[src/rtl/regCore_cfg.svh]
//********************
// Register ids, SR bit positions and data width of the register core
// Included by the package and by every RTL file that uses these values
//********************
`ifndef REG_CORE_CFG_SVH
`define REG_CORE_CFG_SVH

`define REG_WIDTH		64

// Inactive bank R0..R7 sits at ids 32..39
`define REG_ID_BANKB	7'd32

`define REG_ID_SR		7'd40
`define REG_ID_VBR		7'd41
`define REG_ID_GBR		7'd42
`define REG_ID_SPC		7'd43
`define REG_ID_SSR		7'd44

`define REG_ID_IMM		7'd126
`define REG_ID_ZZR		7'd127

// Selects which physical bank serves R0..R7
`define SR_RB_BIT		29

`endif

[src/rtl/regCorePkg.sv]
//********************
// Register id and write request types shared by the register subsystem
//********************
`include "regCore_cfg.svh"

package regCorePkg;

	// 0-31 general, 32-39 other bank, 40-44 control, 126 IMM, 127 ZZR
	typedef logic [6:0] regId_t;

	// General register write, number is R0..R31 as seen through SR.RB
	typedef struct packed {
		logic						valid;
		logic [4:0]					num;
		logic [`REG_WIDTH-1:0]		value;
	} gprWrite_t;

	// Control register write, any control id or the inactive bank
	typedef struct packed {
		logic						valid;
		regId_t						id;
		logic [`REG_WIDTH-1:0]		value;
	} ctlWrite_t;

endpackage

[src/rtl/trapSequencer.sv]
//********************
// Trap entry and return sequencing through the control write port
// Saves SR and trap PC to SSR/SPC, flips SR.RB, restores SR on return
//********************
`timescale 1ns/1ps
`include "regCore_cfg.svh"

module trapSequencer (
	input  logic						clock,
	input  logic						reset,
	input  logic						trapReq,
	input  logic						rteReq,
	input  logic [`REG_WIDTH-1:0]		trapPc,
	input  logic [`REG_WIDTH-1:0]		sr,
	input  logic [`REG_WIDTH-1:0]		ssr,
	output regCorePkg::ctlWrite_t		seqWrite,
	output logic						trapBusy
);

typedef enum logic [2:0] {
	idle,
	saveSr,
	savePc,
	setSr,
	restore
} seqState_t;

seqState_t				state;
logic [`REG_WIDTH-1:0]	savedSr;		// Snapshot at trap accept
logic [`REG_WIDTH-1:0]	savedPc;

always_ff @(posedge clock)
begin
	if (reset)
		state <= idle;
	else
	begin
		case (state)
			idle:
			begin
				if (trapReq)
					state <= saveSr;
				else if (rteReq)
					state <= restore;
			end
			saveSr:		state <= savePc;
			savePc:		state <= setSr;
			default:	state <= idle;	// setSr and restore end here
		endcase
	end
end

always_ff @(posedge clock)
begin
	if ((state == idle) && trapReq)
	begin
		savedSr <= sr;
		savedPc <= trapPc;
	end
end

always_comb
begin
	seqWrite = '0;
	case (state)
		saveSr:
		begin
			seqWrite.valid = 1'b1;
			seqWrite.id = `REG_ID_SSR;
			seqWrite.value = savedSr;
		end
		savePc:
		begin
			seqWrite.valid = 1'b1;
			seqWrite.id = `REG_ID_SPC;
			seqWrite.value = savedPc;
		end
		setSr:
		begin
			seqWrite.valid = 1'b1;
			seqWrite.id = `REG_ID_SR;
			seqWrite.value = savedSr;
			seqWrite.value[`SR_RB_BIT] = !savedSr[`SR_RB_BIT];	// Swap banks
		end
		restore:
		begin
			seqWrite.valid = 1'b1;
			seqWrite.id = `REG_ID_SR;
			seqWrite.value = ssr;		// Live SSR
		end
		default:	;
	endcase
end

assign trapBusy = (state != idle);

endmodule

[config.mk]
export PLATFORM = sky130hd
export DESIGN_NAME = trapSequencer
export DESIGN_NICKNAME = d
export VERILOG_FILES = /design/src/rtl/regCorePkg.sv /design/src/rtl/trapSequencer.sv
export VERILOG_INCLUDE_DIRS = /design/src /design/src/rtl
export SDC_FILE = /design/constraint.sdc
export NUM_CORES = 1
export LEC_CHECK = 0
export ABC_CLOCK_PERIOD_IN_PS = 8400
export BUFFER_PORTS_ARGS = -buffer_cell sky130_fd_sc_hd__buf_2
export CAP_MARGIN = 20
export CORE_UTILIZATION = 35
export CTS_CLUSTER_SIZE = 30
export DETAILED_ROUTE_END_ITERATION = 10
export PLACE_DENSITY_LB_ADDON = 0.3
export SKIP_LAST_GASP = 1
export SYNTH_ARGS = -nofsm -noshare
export SYNTH_HDL_FRONTEND = slang
export SYNTH_SLANG_ARGS = --single-unit
[constraint.sdc]
create_clock -name clock -period 8.4 [get_ports clock]
set_clock_uncertainty 0.15 [all_clocks]
set_input_delay 0 -clock clock [delete_from_list [all_inputs] [get_ports clock]]
set_output_delay 0 -clock clock [all_outputs]
set_load 0.02 [all_outputs]
==> results of run 1 <==
[critical path, cell delays in order, from the launching register on]
cell     delay [ns]
dfxtp_2        0.36
buf_4          0.62
nor2b_4        0.77
buf_4          0.50
a221o_1        0.28
buf_2          0.18
[kinds of logic (layout without fill, tap and decap cells)]
| kind of cell | count (synthesis) | count (layout) | share of synthesized area (%) |
|---|---|---|---|
| other cells | 1 | 2 | 0.0666 |
| buf+inv | 44 | 438 | 5.56 |
| compound gates | 65 | 65 | 11.5 |
| simple gates | 76 | 76 | 13.2 |
| xor+xnor | 2 | 2 | 0.311 |
| flops | 131 | 131 | 69.4 |
[per-stage QoR]
step,hold slack [ns],setup WS (ns),instance area (um^2),utilization (%)
after CTS,0.114,5.06,8960,58.1
after global placement,0.0268,5.32,6990,45.3
after global routing,0.128,4.89,8960,58.1
final,0.143,5.08,8960,58.1
after detailed placement,0.0281,5.51,7010,45.5
after floorplan,-0.0733,1.44,5630,-
[Yosys cell counts]
library cell / instances
a221o_1: 63
nor2b_4: 1
xor2_1: 1
and2_1: 1
conb_1: 1
xnor2_1: 1
or3_4: 1
nor3b_1: 2
edfxtp_1: 128
a211o_1: 1
nor4bb_1: 62
buf_2: 4
o21ai_0: 1
clkbuf_1: 17
nor3_1: 1
nor4_1: 1
inv_1: 1
dfxtp_1: 3
and4bb_1: 3
nor3b_2: 1
buf_4: 6
nor4b_1: 1
buf_6: 16
nor2_1: 2
[cell type report]
class                           count  share of cell area (%)
Multi-Input combinational cell    145                    15.9
Clock buffer                       18                    4.79
Clock inverter                     14                    2.26
Inverter                            1                  0.0419
Sequential cell                   131                    43.6
Tap cell                          211                    2.95
Timing Repair Buffer              405                    30.4
[path summary, 6_finish.rpt]
check,depth (start not counted),slack (ns),end
setup / recovery,5,5.08,seqWrite[42]
hold / removal,2,0.14,savedPc[62]
setup reg to reg,4,5.74,savedPc[56]
hold reg to reg,3,0.74,state[0]
[routing by layer]
metal	GRT usage, %	vias up	wire (um)
met5	0	-	0
met2	34.9	210	8380
met3	5.57	29	1100
met4	9.20	0	370
met1	21.1	2213	6310
li1	-	2145	-
[sequential cells by signal, summed over array words and instances, names as in the netlist]
signal	cells
savedPc	64
savedSr	64
state	3
[where the power goes]
group	total, mW	switching [mW]	leakage [nW]	internal, mW
registers	0.804	0.0139	1.24	0.790
logic	0.358	0.193	2.17	0.165
clock network	0.790	0.288	0.294	0.501
total	1.95	0.495	3.70	1.46
==> results by group, run 1 <==
Drt
  – DRT antenna net count: 0
  – DR pass1 iterations: 4
  – Vias after detailed routing: 4597
  – DRC: 0
  – DR iter-0 viols: 264
  – Vias/cell: 4.97
  – WL/cell: 17.5 um
  – Final WL: 16200 um

Setup path
  – CP Data Required Time: 8.25 ns
  – Worst Path Max Fanout: 72
  – Critical path data arrival time: 3.17 ns
  – Type of origin of the critical path: register
  – Crit path capture type: output pin
  – Worst setup startpoint: state[0]
  – R2r startpoint: state[0]
  – Critical setup path kind: reg2out

Pwr
  – Peak VDD IR: 0.000143 V
  – Total chip power: 1.95 mW
  – Cell leakage power: 3.70 nW
  – PD cells: 218 nW/um^2

Clocking
  – Total CTS buffers: 17
  – Clock-pin slew on the worst setup and hold paths: 0.06 ns
  – Clk Latency, worst-skew pair: 0.41 ns
  – Post-CTS Resized: 0
  – Clock Sinks: 131
  – H-Tree Depth: 4
  – CTS tree: done
  – Post-CTS setup buffers: 0
  – Clk buf depth: 2
  – Root Driver: clkbuf_16
  – Post-CTS Hold Fix Bufs: 131

Logic synthesis
  – Post-synth top area share: 68.3%
  – Post-synth top area cell: edfxtp_1
  – Synthesis-stage register bit count: 131
  – Syn Area/Cell: 17.6 um^2
  – Cells after synthesis: 319
  – Synth warn: 0
  – Synth cell types: 24
  – Synthesized area: 5630 um^2
  – Register area share after synthesis: 69.4%
  – Ranking of synthesized cells by area: edfxtp_1, a221o_1, nor4bb_1

Worst hold path
  – Class of the tightest hold or removal check: in2reg
  – Hold path start: trapPc[62]

Floorplanning
  – Die width: 129 um
  – Core area: 15400 um^2
  – Initial Utilization: 36.5%
  – Die area: 16600 um^2
  – I/O Pins: 269
  – DIE HEIGHT: 129 um
  – Rows: 45

Timing
  – Final period util: 39.5%
  – Slew Limit Fails: 0
  – Slew headroom: 32.2%
  – Post-layout min period: 3.32 ns
  – Post-Route Setup TNS: 0 ns
  – Fmax achieved: 301 MHz
  – # setup viols final: 0
  – Final hold violations: 0
  – Unrepaired setup endpoints after global routing: false
  – Measured slew at the worst slew-check pin: 1.02 ns

Global routing
  – Initial antenna violation count: 0
  – Vias in the first global route: 4902
  – Global-route wire length before repair: 24100 um
  – Global Route Usage Sum: 19.4%
  – Grt ovf: 0
  – Largest net degree at the start of global routing: 79

Final layout
  – Fin cells: 925
  – Multi-input gate area: 1430 um^2
  – FILL cells: 1245
  – Diode count: 0
  – Ratio of cells with drive above 1 in the final layout: 43.7%
  – Final nets: 897
  – Register area: 3910 um^2
  – Synthesis-to-finish area growth: 59.2%
  – Most frequent cells in the layout: buf_2, dlygate4sd3_1, edfxtp_1, a221o_1, nor4bb_1
  – Commonest non-fill, non-tap cell in the layout: buf_2

Placement
  – Placed Cells incl. Taps: 762
  – Post-DP HPWL: 9580 um
  – Port Buffers: 266
  – Gp weighted congestion: 0.759

Run status
  – Status: complete, no violations

Flow run
  – Max cap viols: 0
Note: power is estimated with default switching activity, not from simulation.
==> run 2: changes to the inputs <==
- ABC_AREA: default -> 1
- ABC_CLOCK_PERIOD_IN_PS: 8400 -> 2720
- clock period: 8.4 -> 2.72 ns (I/O delays scaled with it)
==> results by group, run 2 <==
Worst hold path
  – Hold EP: savedPc[26]
  – Class of the tightest hold or removal check: in2reg
  – Hold path start: trapPc[26]
  – Hold Path Stages: 2

Pwr
  – NetSw: 1.59 mW
  – Cell leakage power: 3.89 nW
  – Sw Ratio: 26.6%
  – Sequential Power Share: 41.8%
  – PD cells: 667 nW/um^2
  – Clk pwr share: 38.6%
  – Comb pwr share: 19.6%
  – Peak VDD IR: 0.000408 V
  – Pint: 4.41 mW

Drt
  – DR pass1 iterations: 4
  – WL/cell: 16.4 um
  – Final WL: 17400 um
  – Vias after detailed routing: 5283
  – DRC: 0
  – DR iter-0 viols: 281
  – DRT antenna net count: 0
  – Vias/cell: 4.97

Logic synthesis
  – Syn Area/Cell: 12.4 um^2
  – Register area share after synthesis: 69.0%
  – Synth cell types: 19
  – Ranking of synthesized cells by area: edfxtp_1, nand3_1, nand4_1
  – Synthesized area: 5660 um^2
  – Synth Flop Type: edfxtp_1
  – Post-synth top area cell: edfxtp_1
  – Synth warn: 0
  – FFs w/ async S/R, synth: 0%
  – Post-synth top cells: edfxtp_1, nand3_1, nand4_1
  – Post-synth top area share: 67.9%
  – Synthesis-stage register bit count: 131
  – Cell with the most instances after synthesis: edfxtp_1
  – Cells after synthesis: 458
  – Post-synth EDFFs: 128

Final layout
  – Largest regs: savedPc: 64 flops, savedSr: 64 flops, state: 3 flops
  – Ratio of cells with drive above 1 in the final layout: 38.9%
  – Synthesis-to-finish area growth: 59.0%
  – Diode count: 0
  – Fin cells: 1062
  – Most frequent cells in the layout: buf_2, dlygate4sd3_1, edfxtp_1, nand3_1, nand4_1
  – Commonest non-fill, non-tap cell in the layout: buf_2
  – Final nets: 1031

Timing
  – Unrepaired setup endpoints after global routing: false
  – Hold Slack: 0.141 ns
  – Slew Limit Fails: 0
  – # setup viols final: 0
  – Final hold violations: 0
  – Final period util: 86.5%
  – Post-layout min period: 2.35 ns
  – Post-Route Setup TNS: 0 ns
  – Slew headroom: 44.3%
  – Measured slew at the worst slew-check pin: 0.834 ns
  – Fmax achieved: 425 MHz

Clocking
  – Post-CTS setup buffers: 0
  – Clk buf depth: 2
  – Clk Latency, worst-skew pair: 0.41 ns
  – H-Tree Depth: 4
  – Clock-pin slew on the worst setup and hold paths: 0.06 ns
  – Clock Sinks: 131
  – CTS tree: done
  – Post-CTS Resized: 0
  – Total CTS buffers: 17
  – Root Driver: clkbuf_16
  – Post-CTS Hold Fix Bufs: 131

Setup path
  – Type of origin of the critical path: register
  – R2r endpoint: state[2]
  – Reg2reg path depth: 4
  – Worst Path Max Fanout: 34
  – Crit path capture type: output pin
  – R2r startpoint: state[2]
  – FF-to-FF setup slack: 0.79 ns
  – Critical path data arrival time: 2.20 ns
  – CP Data Required Time: 2.57 ns
  – Critical setup path kind: reg2out

Placement
  – Placed Cells incl. Taps: 901
  – Post-DP HPWL: 10300 um
  – Port Buffers: 266
  – Gp weighted congestion: 0.763

Global routing
  – Global Route Usage Sum: 20.7%
  – Largest net degree at the start of global routing: 68
  – Global-route wire length before repair: 26200 um
  – Routing usage on met2: 36.1%
  – Met1 GRT Util: 24.5%
  – Grt ovf: 0
  – Vias in the first global route: 5216
  – Met3 Use GR: 6.28%
  – Initial antenna violation count: 0
  – Grt peak-use layer: met2

Floorplanning
  – Die width: 129 um
  – DIE HEIGHT: 129 um
  – Initial Utilization: 35.8%
  – Core area: 15800 um^2
  – Die area: 16700 um^2
  – I/O Pins: 269
  – Rows: 46

Run status
  – Status: complete, no violations

Flow run
  – Max cap viols: 0
[run 2: cell type report]
type / instances / area, um^2
Fill cell: 1283 / 6830
Tap cell: 216 / 270
Inverter: 8 / 33.8
Timing Repair Buffer: 405 / 2740
Clock buffer: 17 / 425
Sequential cell: 131 / 3910
Multi-Input combinational cell: 272 / 1450
Clock inverter: 13 / 168
[run 2: power by group through the flow]
stage	combinational [mW]	sequential [mW]	clock, mW
after floorplan	0.654	2.54	0
after global placement	1.01	2.54	0
after detailed placement	1.02	2.55	0
after CTS	1.17	2.51	2.36
after global routing	1.26	2.52	2.45
final	1.18	2.51	2.32
[run 2: how the worst max path moves through the flow]
stage,start,end,cells after the start
finish,state[2],seqWrite[43],5
global route,state[2],seqWrite[54],5
CTS,state[2],seqWrite[43],5
detailed placement,state[2],seqWrite[43],5
global placement,state[2],seqWrite[43],5
floorplan,state[1],savedPc[0],5
[run 2: stage by stage]
step	cell area (um^2)	util [%]	power (mW)	worst slack, ns
2_1_floorplan	5700	-	3.20	-0.334
3_5_place_dp	7090	44.8	3.56	0.777
6_report	9000	56.9	6.00	0.367
3_3_place_gp	7090	44.8	3.54	0.806
4_1_cts	9000	56.9	6.04	0.306
5_1_grt	9000	56.9	6.24	0.234
[run 2: cell families (layout without fill, tap and decap cells)]
logic type,Yosys count,in the layout,synth area share [%]
AOI/OAI and AO/OA,3,3,0.265
and+or+nand+nor,267,267,25.0
other,1,2,0.0662
buffers and inverters,56,443,5.73
DFF,131,131,69.0
[run 2: critical path: stages, from the launching register on]
cell,delay [ns]
dfxtp_2,0.41
nor2_4,0.69
buf_12,0.31
nand2_1,0.08
nand3_1,0.12
buf_2,0.18
[run 2: per-layer routing]
metal	vias up	share of wire, %
met1	2542	40
met5	-	0
met4	0	1.4
met3	22	7.0
met2	236	51
li1	2483	-
