<file path="config.mk">
export PLATFORM = sky130hd
export DESIGN_NAME = writeArbiter
export DESIGN_NICKNAME = d
export VERILOG_FILES = /design/src/rtl/regCorePkg.sv /design/src/rtl/writeArbiter.sv
export VERILOG_INCLUDE_DIRS = /design/src /design/src/rtl
export SDC_FILE = /design/constraint.sdc
export NUM_CORES = 1
export LEC_CHECK = 0
export BUFFER_PORTS_ARGS = -buffer_cell sky130_fd_sc_hd__buf_2
export CORE_MARGIN = 2
export CORE_UTILIZATION = 40
export CTS_BUF_LIST = sky130_fd_sc_hd__clkbuf_16
export DETAILED_ROUTE_END_ITERATION = 10
export GPL_ROUTABILITY_DRIVEN = 0
export PLACE_DENSITY = 0.77
export SYNTH_ARGS = -nofsm -noshare
export SYNTH_HDL_FRONTEND = slang
export SYNTH_SLANG_ARGS = --single-unit
</file>
<file path="constraint.sdc">
create_clock -name clock -period 3 [get_ports clock]
set_clock_uncertainty 0.15 [all_clocks]
set_input_delay 0.15 -clock clock [delete_from_list [all_inputs] [get_ports clock]]
set_output_delay 0.15 -clock clock [all_outputs]
set_load 0.03 [all_outputs]
</file>
<file path="src/rtl/regCore_cfg.svh">
//********************
// Register ids, SR bit positions and data width of the register core
// Included by the package and by every RTL file that uses these values
//********************
`ifndef REG_CORE_CFG_SVH
`define REG_CORE_CFG_SVH

`define REG_WIDTH		64

// Inactive bank R0..R7 sits at ids 32..39
`define REG_ID_BANKB	7'd32

`define REG_ID_SR		7'd40
`define REG_ID_VBR		7'd41
`define REG_ID_GBR		7'd42
`define REG_ID_SPC		7'd43
`define REG_ID_SSR		7'd44

`define REG_ID_IMM		7'd126
`define REG_ID_ZZR		7'd127

// Selects which physical bank serves R0..R7
`define SR_RB_BIT		29

`endif

</file>
<file path="src/rtl/regCorePkg.sv">
//********************
// Register id and write request types shared by the register subsystem
//********************
`include "regCore_cfg.svh"

package regCorePkg;

	// 0-31 general, 32-39 other bank, 40-44 control, 126 IMM, 127 ZZR
	typedef logic [6:0] regId_t;

	// General register write, number is R0..R31 as seen through SR.RB
	typedef struct packed {
		logic						valid;
		logic [4:0]					num;
		logic [`REG_WIDTH-1:0]		value;
	} gprWrite_t;

	// Control register write, any control id or the inactive bank
	typedef struct packed {
		logic						valid;
		regId_t						id;
		logic [`REG_WIDTH-1:0]		value;
	} ctlWrite_t;

endpackage

</file>
<file path="src/rtl/writeArbiter.sv">
//********************
// Two-requester write arbiter, requester 0 first, one held entry
// Instantiated once per write port with that port's request struct
//********************
`timescale 1ns/1ps

module writeArbiter #(
	parameter type payload_t = regCorePkg::gprWrite_t
) (
	input  logic		clock,
	input  logic		reset,
	input  payload_t	req0,
	input  payload_t	req1,
	output payload_t	commit,
	output logic		busy
);

payload_t	holdSlot;
logic		holdFull;
logic		loadSlot;
logic		drainSlot;

// Requester 1 waits when it loses to req0 or to a held entry
assign loadSlot = req1.valid && (req0.valid || holdFull);
assign drainSlot = holdFull && !req0.valid;

always_comb
begin
	commit = req1;						// Carries valid low when idle
	if (req0.valid)
		commit = req0;
	else if (holdFull)
		commit = holdSlot;
end

always_ff @(posedge clock)
begin
	if (reset)
		holdFull <= 1'b0;
	else if (loadSlot)
		holdFull <= 1'b1;
	else if (drainSlot)
		holdFull <= 1'b0;
end

always_ff @(posedge clock)
begin
	if (loadSlot)
		holdSlot <= req1;
end

assign busy = holdFull;

endmodule

</file>
==> results of run 1 <==
==> what timing repair did <==
| item | 4_1_cts | 5_1_grt |
|---|---|---|
| hold buffers | 72 | 0 |
| endpoints found under the hold margin | 71 | 0 |
| gates resized for setup | 0 | 0 |
| setup endpoints to repair | 0 | 0 |
==> per-layer routing <==
layer / GRT usage (%) / share of wire [%] / vias to the layer above
met5: 0 / 0 / -
met4: 6.85 / 2.0 / 0
met3: 3.94 / 6.1 / 18
met2: 35.9 / 52 / 148
met1: 21.5 / 40 / 1541
li1: - / - / 1670
==> power breakdown <==
group | total (mW) | internal [mW] | switching (mW)
sequential | 1.17 | 1.15 | 0.0146
combinational | 0.659 | 0.270 | 0.390
clock | 1.10 | 0.721 | 0.382
total | 2.93 | 2.14 | 0.786
==> final timing paths <==
kind,slack [ns],cells after the start,endpoint,from
max reg2reg,1.17,4,busy,busy
max,0.97,4,commit[36],busy
min,0.40,2,holdSlot[64],req1[64]
min reg2reg,0.96,1,holdSlot[65],busy
==> sequential cells by signal (all words and copies together), names as in the netlist <==
name      count
busy          1
holdSlot     70
==> worst max-delay path, cell delays in order (launching register included) <==
cell,delay (ns)
dfxtp_4,0.36
buf_12,0.38
mux2i_1,0.15
o21ai_1,0.20
buf_2,0.23
==> final cells by class <==
cell class | instances | area (sq um)
Timing Repair Buffer | 286 | 1820
Fill cell | 660 | 3060
Clock inverter | 7 | 88.8
Sequential cell | 71 | 2130
Clock buffer | 9 | 225
Tap cell | 108 | 135
Multi-Input combinational cell | 213 | 1350
==> cell families (layout without fill, tap and decap cells) <==
group	after synthesis	in the layout	synth area share, %
flip-flops	71	71	58.0
multiplexers	69	69	18.9
buffers and inverters	23	302	5.37
AND/OR/NAND/NOR	71	71	7.35
AO/OA/AOI/OAI	73	73	10.5
==> per-stage QoR <==
step                hold slack [ns]  total power, mW
finish                        0.405             2.93
global route                  0.400             3.05
CTS                           0.388             2.95
detailed placement            0.152             1.77
global placement              0.150             1.76
floorplan                    0.0691             1.57
==> cell usage in the layout, fill, tap and decap left out <==
| cell | instances |
|---|---|
| buf_2 | 211 |
| dlygate4sd3_1 | 72 |
| nand2_1 | 70 |
| edfxtp_1 | 70 |
| mux2i_1 | 69 |
| o21ai_1 | 66 |
| clkbuf_16 | 9 |
| o21ai_2 | 3 |
| bufinv_16 | 2 |
| buf_12 | 2 |
| o21a_4 | 1 |
| nor2b_1 | 1 |
| a211o_1 | 1 |
| o21ai_0 | 1 |
| a21oi_1 | 1 |
| dfxtp_4 | 1 |
| clkinvlp_4 | 1 |
| clkinv_1 | 1 |
| clkinv_4 | 1 |
| clkinv_2 | 1 |
| inv_1 | 1 |
| buf_4 | 1 |
==> results.md, run 1 <==
- Clk buf depth: 2
- Crit end category: primary output
- Row count: 34
- First-pass iteration count of the detailed router: 4
- RSZ-0062 raised after global routing: false
- Post-synthesis sequential area ratio: slightly below 60%
- Actual slew at the worst max-slew pin: between 0.9 and 1 ns
- Sink Count: roughly 70
- Status: completed
- Share of layout cells above drive strength 1: about two fifths
- Synth Warn #: 0
- Synthesized area per cell: 11.9 sq um
- Yosys top cell area share: a little under three fifths
- Setup TNS: 0 ns
- Worst-path clk slew: about 0.050 ns
- Setup slack after layout: 0.975 ns
- Max-slew violations: 0
- Pin count of the biggest net entering global routing: ~140
- WL per Instance: 14.1 microns
- Max-slew headroom: a little under two fifths
- Global route overflow: 0
- Peak supply drop: just over 0.0003 V
- Antenna diodes: 0
- Starting density of the core: just over 40%
- IO Port Bufs: 212
- Post-synth top area cell: edfxtp_1
- Number of synthesized flops with an enable pin: 70
- Top post-synthesis cells by area: edfxtp_1 (57%), mux2i_1 (19%), o21ai_1 (9.0%)
- Final Routed Wirelength: 9.79 mm
- Final Hold Vio Count: 0
- CP Data Arrival Time: 1.73 ns
- Final Cell Area: roughly 5700 sq um
- Chip Height: roughly 100 microns
- Worst EP required: around 2.7 ns
- Synth Flop Type: edfxtp_1
- Synthesis-stage register bit count: 71
- FFs w/ async S/R, synth: 0%
- Cells after Synth: 307
- Vias in the first global route: ~3.4k
- HPWL after DPL: between 6 and 7 mm
- I/O pins: about 210
- Initial antenna violation count: 0
- Critical Path Start Type: flop
- Die area: roughly 9900 sq um
- Min-delay worst type: input pin to flop
- Dpl ws: between 1 and 1.5 ns
- Placeable Area: 8810 sq um
- Fin crit period: approximately 2.0 ns
- Clock root buffer: clkbuf_16
- DRT iter0 DRCs: between 100 and 150
- Max cap viols: 0
- GRT Total Usage: between 10% and 20%
- Setup CP Type: flop to primary output
- Residual DRC count: 0
- Synth unique cells: 17
- Power per Cell Area: 510 nW/um^2
- Synth-to-Final Area Change: 57.0%
- Fin cells: about 690
- H-tree levels: 3
- # Post-CTS Setup Buffers: 0
- Via count: approximately 3.4k
- First-pass GRT wire length: approximately 15 mm
- Placed insts: approximately 600
- Post-Route Utilization: approximately two thirds
- Fin nets: just over 700
- Cell Area, Placed: ~4700 sq um
- Tcrit/Tclk final: approximately two thirds
- F_max: around 500 MHz
- LEAKAGE: around 2.5 nW
- Via density per instance: between 4 and 5
- Die Wd: about 100 microns
- Final setup viols: 0
- Most common library cells after synthesis: edfxtp_1 (70), nand2_1 (70), mux2i_1 (69)
- Syn Nets: around 450
- Max Fanout on Critical Path: between 70 and 80
- Worst-skew pair later-pin latency: 0.32 ns
- CTS tree: done
- Mapped Area: between 3000 and 4000 sq um
- Final antenna-violating net count: 0
- CTS Buf Count: 9
No activity file was read; power rests on OpenSTA's default activity.
==> inputs of run 2 (changes only) <==
Clock period 3 ns to 1.8 ns, I/O delays scaled along.
==> run 2 against run 1 <==
Net effect:
- total power grew 67%
- clock power rose by 67%
- worst hold slack got worse by 0.067 ns
- sequential share of layout area down 0.45 points
- sequential power grew 67%
- largest cell class unchanged
- core utilization rose by 0.80 points
- critical endpoint is now commit[34]
- highest routed layer unchanged
- global-route usage increased by 0.30 points
- non-clock buffer count increased by 3
==> results.md, run 2 (synthesis gave the netlist of run 1 again) <==
- Status: completed
- H-tree levels: 3 (unchanged)
- F_max: about 560 MHz
- Slowest stage delay, CP: 0.40 ns (+0.02 ns)
- Fin nets: 726 (+0.41%)
- Starting density of the core: 41.6% (unchanged)
- Setup CP Type: flop to primary output
- Leading cell types in the layout, fill and taps excluded: buf_2 (211), dlygate4sd3_1 (72), nand2_1 (70), edfxtp_1 (70), mux2i_1 (68)
- DRT iter0 DRCs: 83 (-19%)
- Crit end category: primary output
- Final setup viols: 0 (unchanged)
- Max Fanout on Critical Path: 35 (-52%)
- Crit-path slowest cell: dfxtp_4
- IO Port Bufs: 212 (unchanged)
- R2r setup slk: 0.14 ns (-1.03 ns)
- Worst-skew pair later-pin latency: 0.31 ns (about the same)
- LEAKAGE: 2.50 nW (+1.2%)
- First-pass GRT wire length: 15.5 mm (+1.6%)
- First-pass iteration count of the detailed router: 4 (unchanged)
- Power per Cell Area: 843 nW/um^2 (+65%)
- CTS Buf Count: 9 (unchanged)
- Chip Height: 99.7 microns (unchanged)
- Residual DRC count: 0 (unchanged)
- Clock root buffer: clkbuf_16
- Min-delay worst type: input pin to flop
- GRT Total Usage: 19.5% (+0.30 points)
- RSZ-0062 raised after global routing: true
- Placed insts: 609 (+0.50%)
- Max-slew headroom: 74.5% (+38 points)
- Setup slack after layout: 0.0222 ns (-0.953 ns)
- Share of layout cells above drive strength 1: 40.1% (+0.31 points)
- Worst-path clk slew: 0.06 ns (about the same)
- Max cap viols: 0 (unchanged)
- Actual slew at the worst max-slew pin: 0.382 ns (-0.563 ns)
- I/O pins: 213 (unchanged)
- Layout fillers: 653 (-1.1%)
- Global route overflow: 0 (unchanged)
- Antenna diodes: 0 (unchanged)
- Largest register FFs: 70 (unchanged)
- Critical Path Start Type: flop
- Dpl ws: 0.356 ns (-0.968 ns)
- Final antenna-violating net count: 0 (unchanged)
- Peak supply drop: 0.000471 V (+54%)
- Fin crit period: between 1.5 and 2 ns
- Vias in the first global route: 3479 (+3.8%)
- Pin count of the biggest net entering global routing: 91 (-36%)
- Clk buf depth: 2 (unchanged)
- Fin cells: 697 (+0.43%)
- Row count: 34 (unchanged)
- WL per Instance: 14.3 microns (+1.4%)
- Final Hold Vio Count: 0 (unchanged)
- Initial antenna violation count: 0 (unchanged)
- Sink Count: 71 (unchanged)
- Most common library cell in the layout ignoring fill and taps: buf_2
- Synth-to-Final Area Change: 59.0%
- Die Wd: 99.7 microns (unchanged)
- Via density per instance: 4.85 (-0.25%)
- Tcrit/Tclk final: a little over nine tenths
- Via count: 3383 (+0.18%)
- Final Routed Wirelength: 9.98 mm (+1.9%)
- Die area: 9930 sq um (unchanged)
- Worst path cell trace: buf_16 -> mux2i_2 -> o21ai_1 -> buf_2
- Reg with most FFs: holdSlot
- Placeable Area: 8810 sq um (unchanged)
- CTS tree: done
- CP Data Arrival Time: 1.54 ns (-0.19 ns)
- Worst EP required: 1.56 ns (-1.14 ns)
- # Post-CTS Setup Buffers: 0 (unchanged)
- HPWL after DPL: 6.12 mm (+0.68%)
- Max-slew violations: 0 (unchanged)
-- run 2: cell types whose count changed in the layout (fill, tap and decap cells not counted), sizes merged --
cell / delta
clkinv: -1
inv: +1
buf: +3
-- run 2: routing by layer --
layer	vias to the layer above	wire length, microns	GRT usage [%]
met4	0	230	7.27
li1	1679	-	-
met1	1535	3930	21.1
met5	-	0	0
met3	22	574	3.79
met2	147	5240	37.3
-- run 2: per-stage QoR --
stage	cell area, sq um	setup TNS, ns	utilization (%)	power (mW)	hold slack, ns
after floorplan	3680	-1.08	-	2.62	-0.000643
after global placement	4770	0	54.2	2.95	0.0863
after detailed placement	4770	0	54.2	2.96	0.0903
after CTS	5810	0	66.0	4.93	0.327
after global routing	5820	-0.512	66.1	5.09	0.341
final	5820	0	66.1	4.91	0.338
-- run 2: worst paths after layout --
| kind | startpoint | to | depth (start not counted) |
|---|---|---|---|
| hold reg to reg | busy | holdSlot[16] | 2 |
| setup reg to reg | busy | busy | 4 |
| setup / recovery | busy | commit[34] | 4 |
| hold / removal | req1[21] | holdSlot[21] | 2 |
-- run 2: area by class of cell --
type / count / area (sq um) / share of cell area [%]
Sequential cell: 71 / 2130 / 36.5
Tap cell: 108 / 135 / 2.32
Clock inverter: 7 / 87.6 / 1.51
Multi-Input combinational cell: 213 / 1350 / 23.3
Clock buffer: 9 / 225 / 3.87
Timing Repair Buffer: 289 / 1890 / 32.5
-- run 2: power by group --
part	switching (mW)	internal, mW	total [mW]
combinational	0.656	0.467	1.12
sequential	0.0258	1.92	1.95
clock	0.633	1.20	1.84
-- run 2: critical path, delay by kind of cell (launching register included) --
family / cells / cell delay, ns
compound gates: 1 / 0.08
buf+inv: 2 / 0.43
mux: 1 / 0.29
flops: 1 / 0.40
-- run 2: timing repair --
action	in CTS	in global routing
endpoints found under the hold margin	71	0
resized for setup	0	2
hold buffers	72	0
setup endpoints to repair	0	18
==> inputs of run 3 (changes only) <==
==> constraint.sdc (replaced) <==
create_clock -name clock -period 1.8 [get_ports clock]
set_clock_uncertainty 0.15 [all_clocks]
set_input_delay 0.18 -clock clock [delete_from_list [all_inputs] [get_ports clock]]
set_output_delay 0.18 -clock clock [all_outputs]
set_load 0.03 [all_outputs]
==> run 3 against run 2 <==
Net effect:
- critical path type unchanged
- via count grew 4.6%
- sequential share of layout area shrank 2.0 points
- the flow now finishes with violations (negative setup slack)
- setup slack lost 0.054 ns
- critical endpoint is now commit[14]
- fmax shrank 3.0%
- count of clock-buffer cells in the layout is the same
- register-to-register slack gained 0.12 ns
- core utilization grew 3.9 points
- clock power shrank 9.8%
- global-route usage grew 0.26 points
- design area grew 5.8%
==> results.md, run 3 (synthesis gave the netlist of run 1 again) <==
- Worst EP required: 1.47 ns (-0.09 ns)
- Fin crit period: 1.83 ns (+0.0545 ns)
- Clock root buffer: clkbuf_16
- Final Routed Wirelength: 11.4 mm (+14%)
- Max Fanout on Critical Path: 9 (-74%)
- I/O pins: 213 (unchanged)
- Reg with most FFs: holdSlot
- Sink Count: 71 (unchanged)
- Die area: 9930 sq um (unchanged)
- GRT Total Usage: 19.7% (+0.26 points)
- Worst-skew pair later-pin latency: 0.31 ns (about the same)
- Fin nets: 743 (+2.3%)
- Final setup viols: 35 (+35)
- Layout fillers: 598 (-8.4%)
- Crit-path slowest cell: dfxtp_4
- Initial antenna violation count: 0 (unchanged)
- Share of layout cells above drive strength 1: 44.0% (+3.9 points)
- Clk buf depth: 2 (unchanged)
- Family with the most delay on the worst path: buffers and inverters
- Largest register FFs: 70 (unchanged)
- Min-delay worst type: input pin to flop
- Setup CP Type: flop to primary output
- Antenna diodes: 0 (unchanged)
- Highest Signal Layer: met4
- Most common library cell in the layout ignoring fill and taps: buf_2
- Max-slew violations: 0 (unchanged)
- Status: complete, but fails checks
- Slowest stage delay, CP: 0.38 ns (-0.02 ns)
- Actual slew at the worst max-slew pin: 0.366 ns (-0.0159 ns)
- Row count: 34 (unchanged)
- Cell Area, Placed: 4830 sq um (+1.3%)
- Via density per instance: 4.96 (+2.2%)
- Via count: 3538 (+4.6%)
- M1 WL: 4.40 mm (+12%)
- Pin count of the biggest net entering global routing: 39 (-57%)
- Worst path cell trace: buf_12 -> buf_16 -> mux2i_2 -> o21ai_1 -> buf_2
- Peak supply drop: 0.000683 V (+45%)
- Setup slack after layout: -0.0323 ns (-0.0545 ns)
- Max-slew headroom: 75.6% (+1.1 points)
- Power per Cell Area: 791 nW/um^2 (-6.2%)
- Worst-path clk slew: 0.06 ns (about the same)
- First-pass iteration count of the detailed router: 4 (unchanged)
- HPWL after DPL: 6.56 mm (+7.2%)
- Tcrit/Tclk final: 102% (+3.0 points)
- Hold Slack: 0.434 ns (+0.0961 ns)
- WL per Instance: 16.0 microns (+12%)
- Leading cell types in the layout, fill and taps excluded: buf_2 (190), dlygate4sd3_1 (72), nand2_1 (70), edfxtp_1 (70), o21ai_1 (63)
- Max cap viols: 0 (unchanged)
- Global route overflow: 0 (unchanged)
- Synth-to-Final Area Change: 68.2%
- Starting density of the core: 41.6% (unchanged)
- Routed wl met2: 5.93 mm (+13%)
- F_max: 546 MHz (-3.0%)
- CTS tree: done
- Final antenna-violating net count: 0 (unchanged)
- FF/Latch Area: 2130 sq um (unchanged)
- DRT iter0 DRCs: 131 (+58%)
- Vias in the first global route: 3477 (-0.057%)
- Area occupied by multi-input gates: 1430 sq um (+5.9%)
- Chip Height: 99.7 microns (unchanged)
- RSZ-0062 raised after global routing: true
- Final Power: 4.87 mW (-0.75%)
- Critical Path Start Type: flop
- Final Hold Vio Count: 0 (unchanged)
- Buf+Inv Stages, Crit Path: 3 (+1)
- Residual DRC count: 0 (unchanged)
- Failing checks: negative setup slack
- Crit end category: primary output
- Placeable Area: 8810 sq um (unchanged)
- Met3 routed wirelength: 849 microns (+48%)
- First-pass GRT wire length: 15.6 mm (+0.40%)
- IO Port Bufs: 212 (unchanged)
- CP Data Arrival Time: 1.50 ns (-0.04 ns)
- CTS Buf Count: 9 (unchanged)
- Die Wd: 99.7 microns (unchanged)
- Final Cell Area: 6160 sq um (+5.8%)
- H-tree levels: 3 (unchanged)
- LEAKAGE: 2.65 nW (+5.8%)
==> run 3: cell count changes in the layout (fill, tap and decap cells not counted), moves of 4 or more <==
cell | before | now
mux2i_4 | 0 | 4
buf_6 | 0 | 6
mux2i_1 | 68 | 59
mux2i_2 | 1 | 6
buf_2 | 211 | 190
buf_4 | 1 | 28
clkinv_2 | 0 | 4
clkbuf_16 | 9 | 13
==> run 3: final timing paths <==
path	from	endpoint	slack (ns)	depth (start not counted)
hold / removal	req1[8]	holdSlot[8]	0.43	2
setup reg to reg	busy	busy	0.26	4
setup / recovery	busy	commit[14]	-0.03	5
hold reg to reg	busy	holdSlot[51]	1.03	4
==> run 3: layout make-up <==
type,count,area share [%]
Sequential cell,71,34.5
Timing Repair Buffer,306,35.5
Clock buffer,9,3.66
Clock inverter,6,0.874
Multi-Input combinational cell,213,23.3
Tap cell,108,2.19
==> run 3: report_power, final <==
part | internal [mW] | switching [mW] | total, mW | leakage [nW]
logic | 0.563 | 0.699 | 1.26 | 1.83
clock network | 1.05 | 0.608 | 1.66 | 0.146
registers | 1.92 | 0.0290 | 1.95 | 0.671
==> run 3: through the flow <==
step                      setup TNS [ns]  utilization [%]  std cells  worst slack (ns)
after global routing               -4.15             69.9        713            -0.106
after detailed placement               0             54.9        617             0.291
after floorplan                    -1.08                -        307           -0.0155
after CTS                         -0.543             66.3        704           -0.0406
final                             -0.552             69.9        713           -0.0323
after global placement                 0             54.9        617             0.299
==> run 3: timing repair <==
action | in CTS | in global routing
setup endpoints to repair | 35 | 69
cloned | 0 | 6
buffers inserted | 0 | 3
resized for setup | 0 | 67
hold buffers | 72 | 0
endpoints found under the hold margin | 71 | 0
==> run 3: worst reg2reg max path: stages (launching register included) <==
cell and delay [ns]:
dfxtp_4 0.38, buf_4 0.16, o21ai_0 0.08, a21oi_1 0.13
dlygate4sd3_1 0.56
==> run 3: metal layers <==
| metal | vias up | GRT usage, % |
|---|---|---|
| li1 | 1716 | - |
| met1 | 1611 | 20.7 |
| met2 | 192 | 38.0 |
| met3 | 19 | 4.50 |
| met4 | 0 | 7.27 |
| met5 | - | 0 |
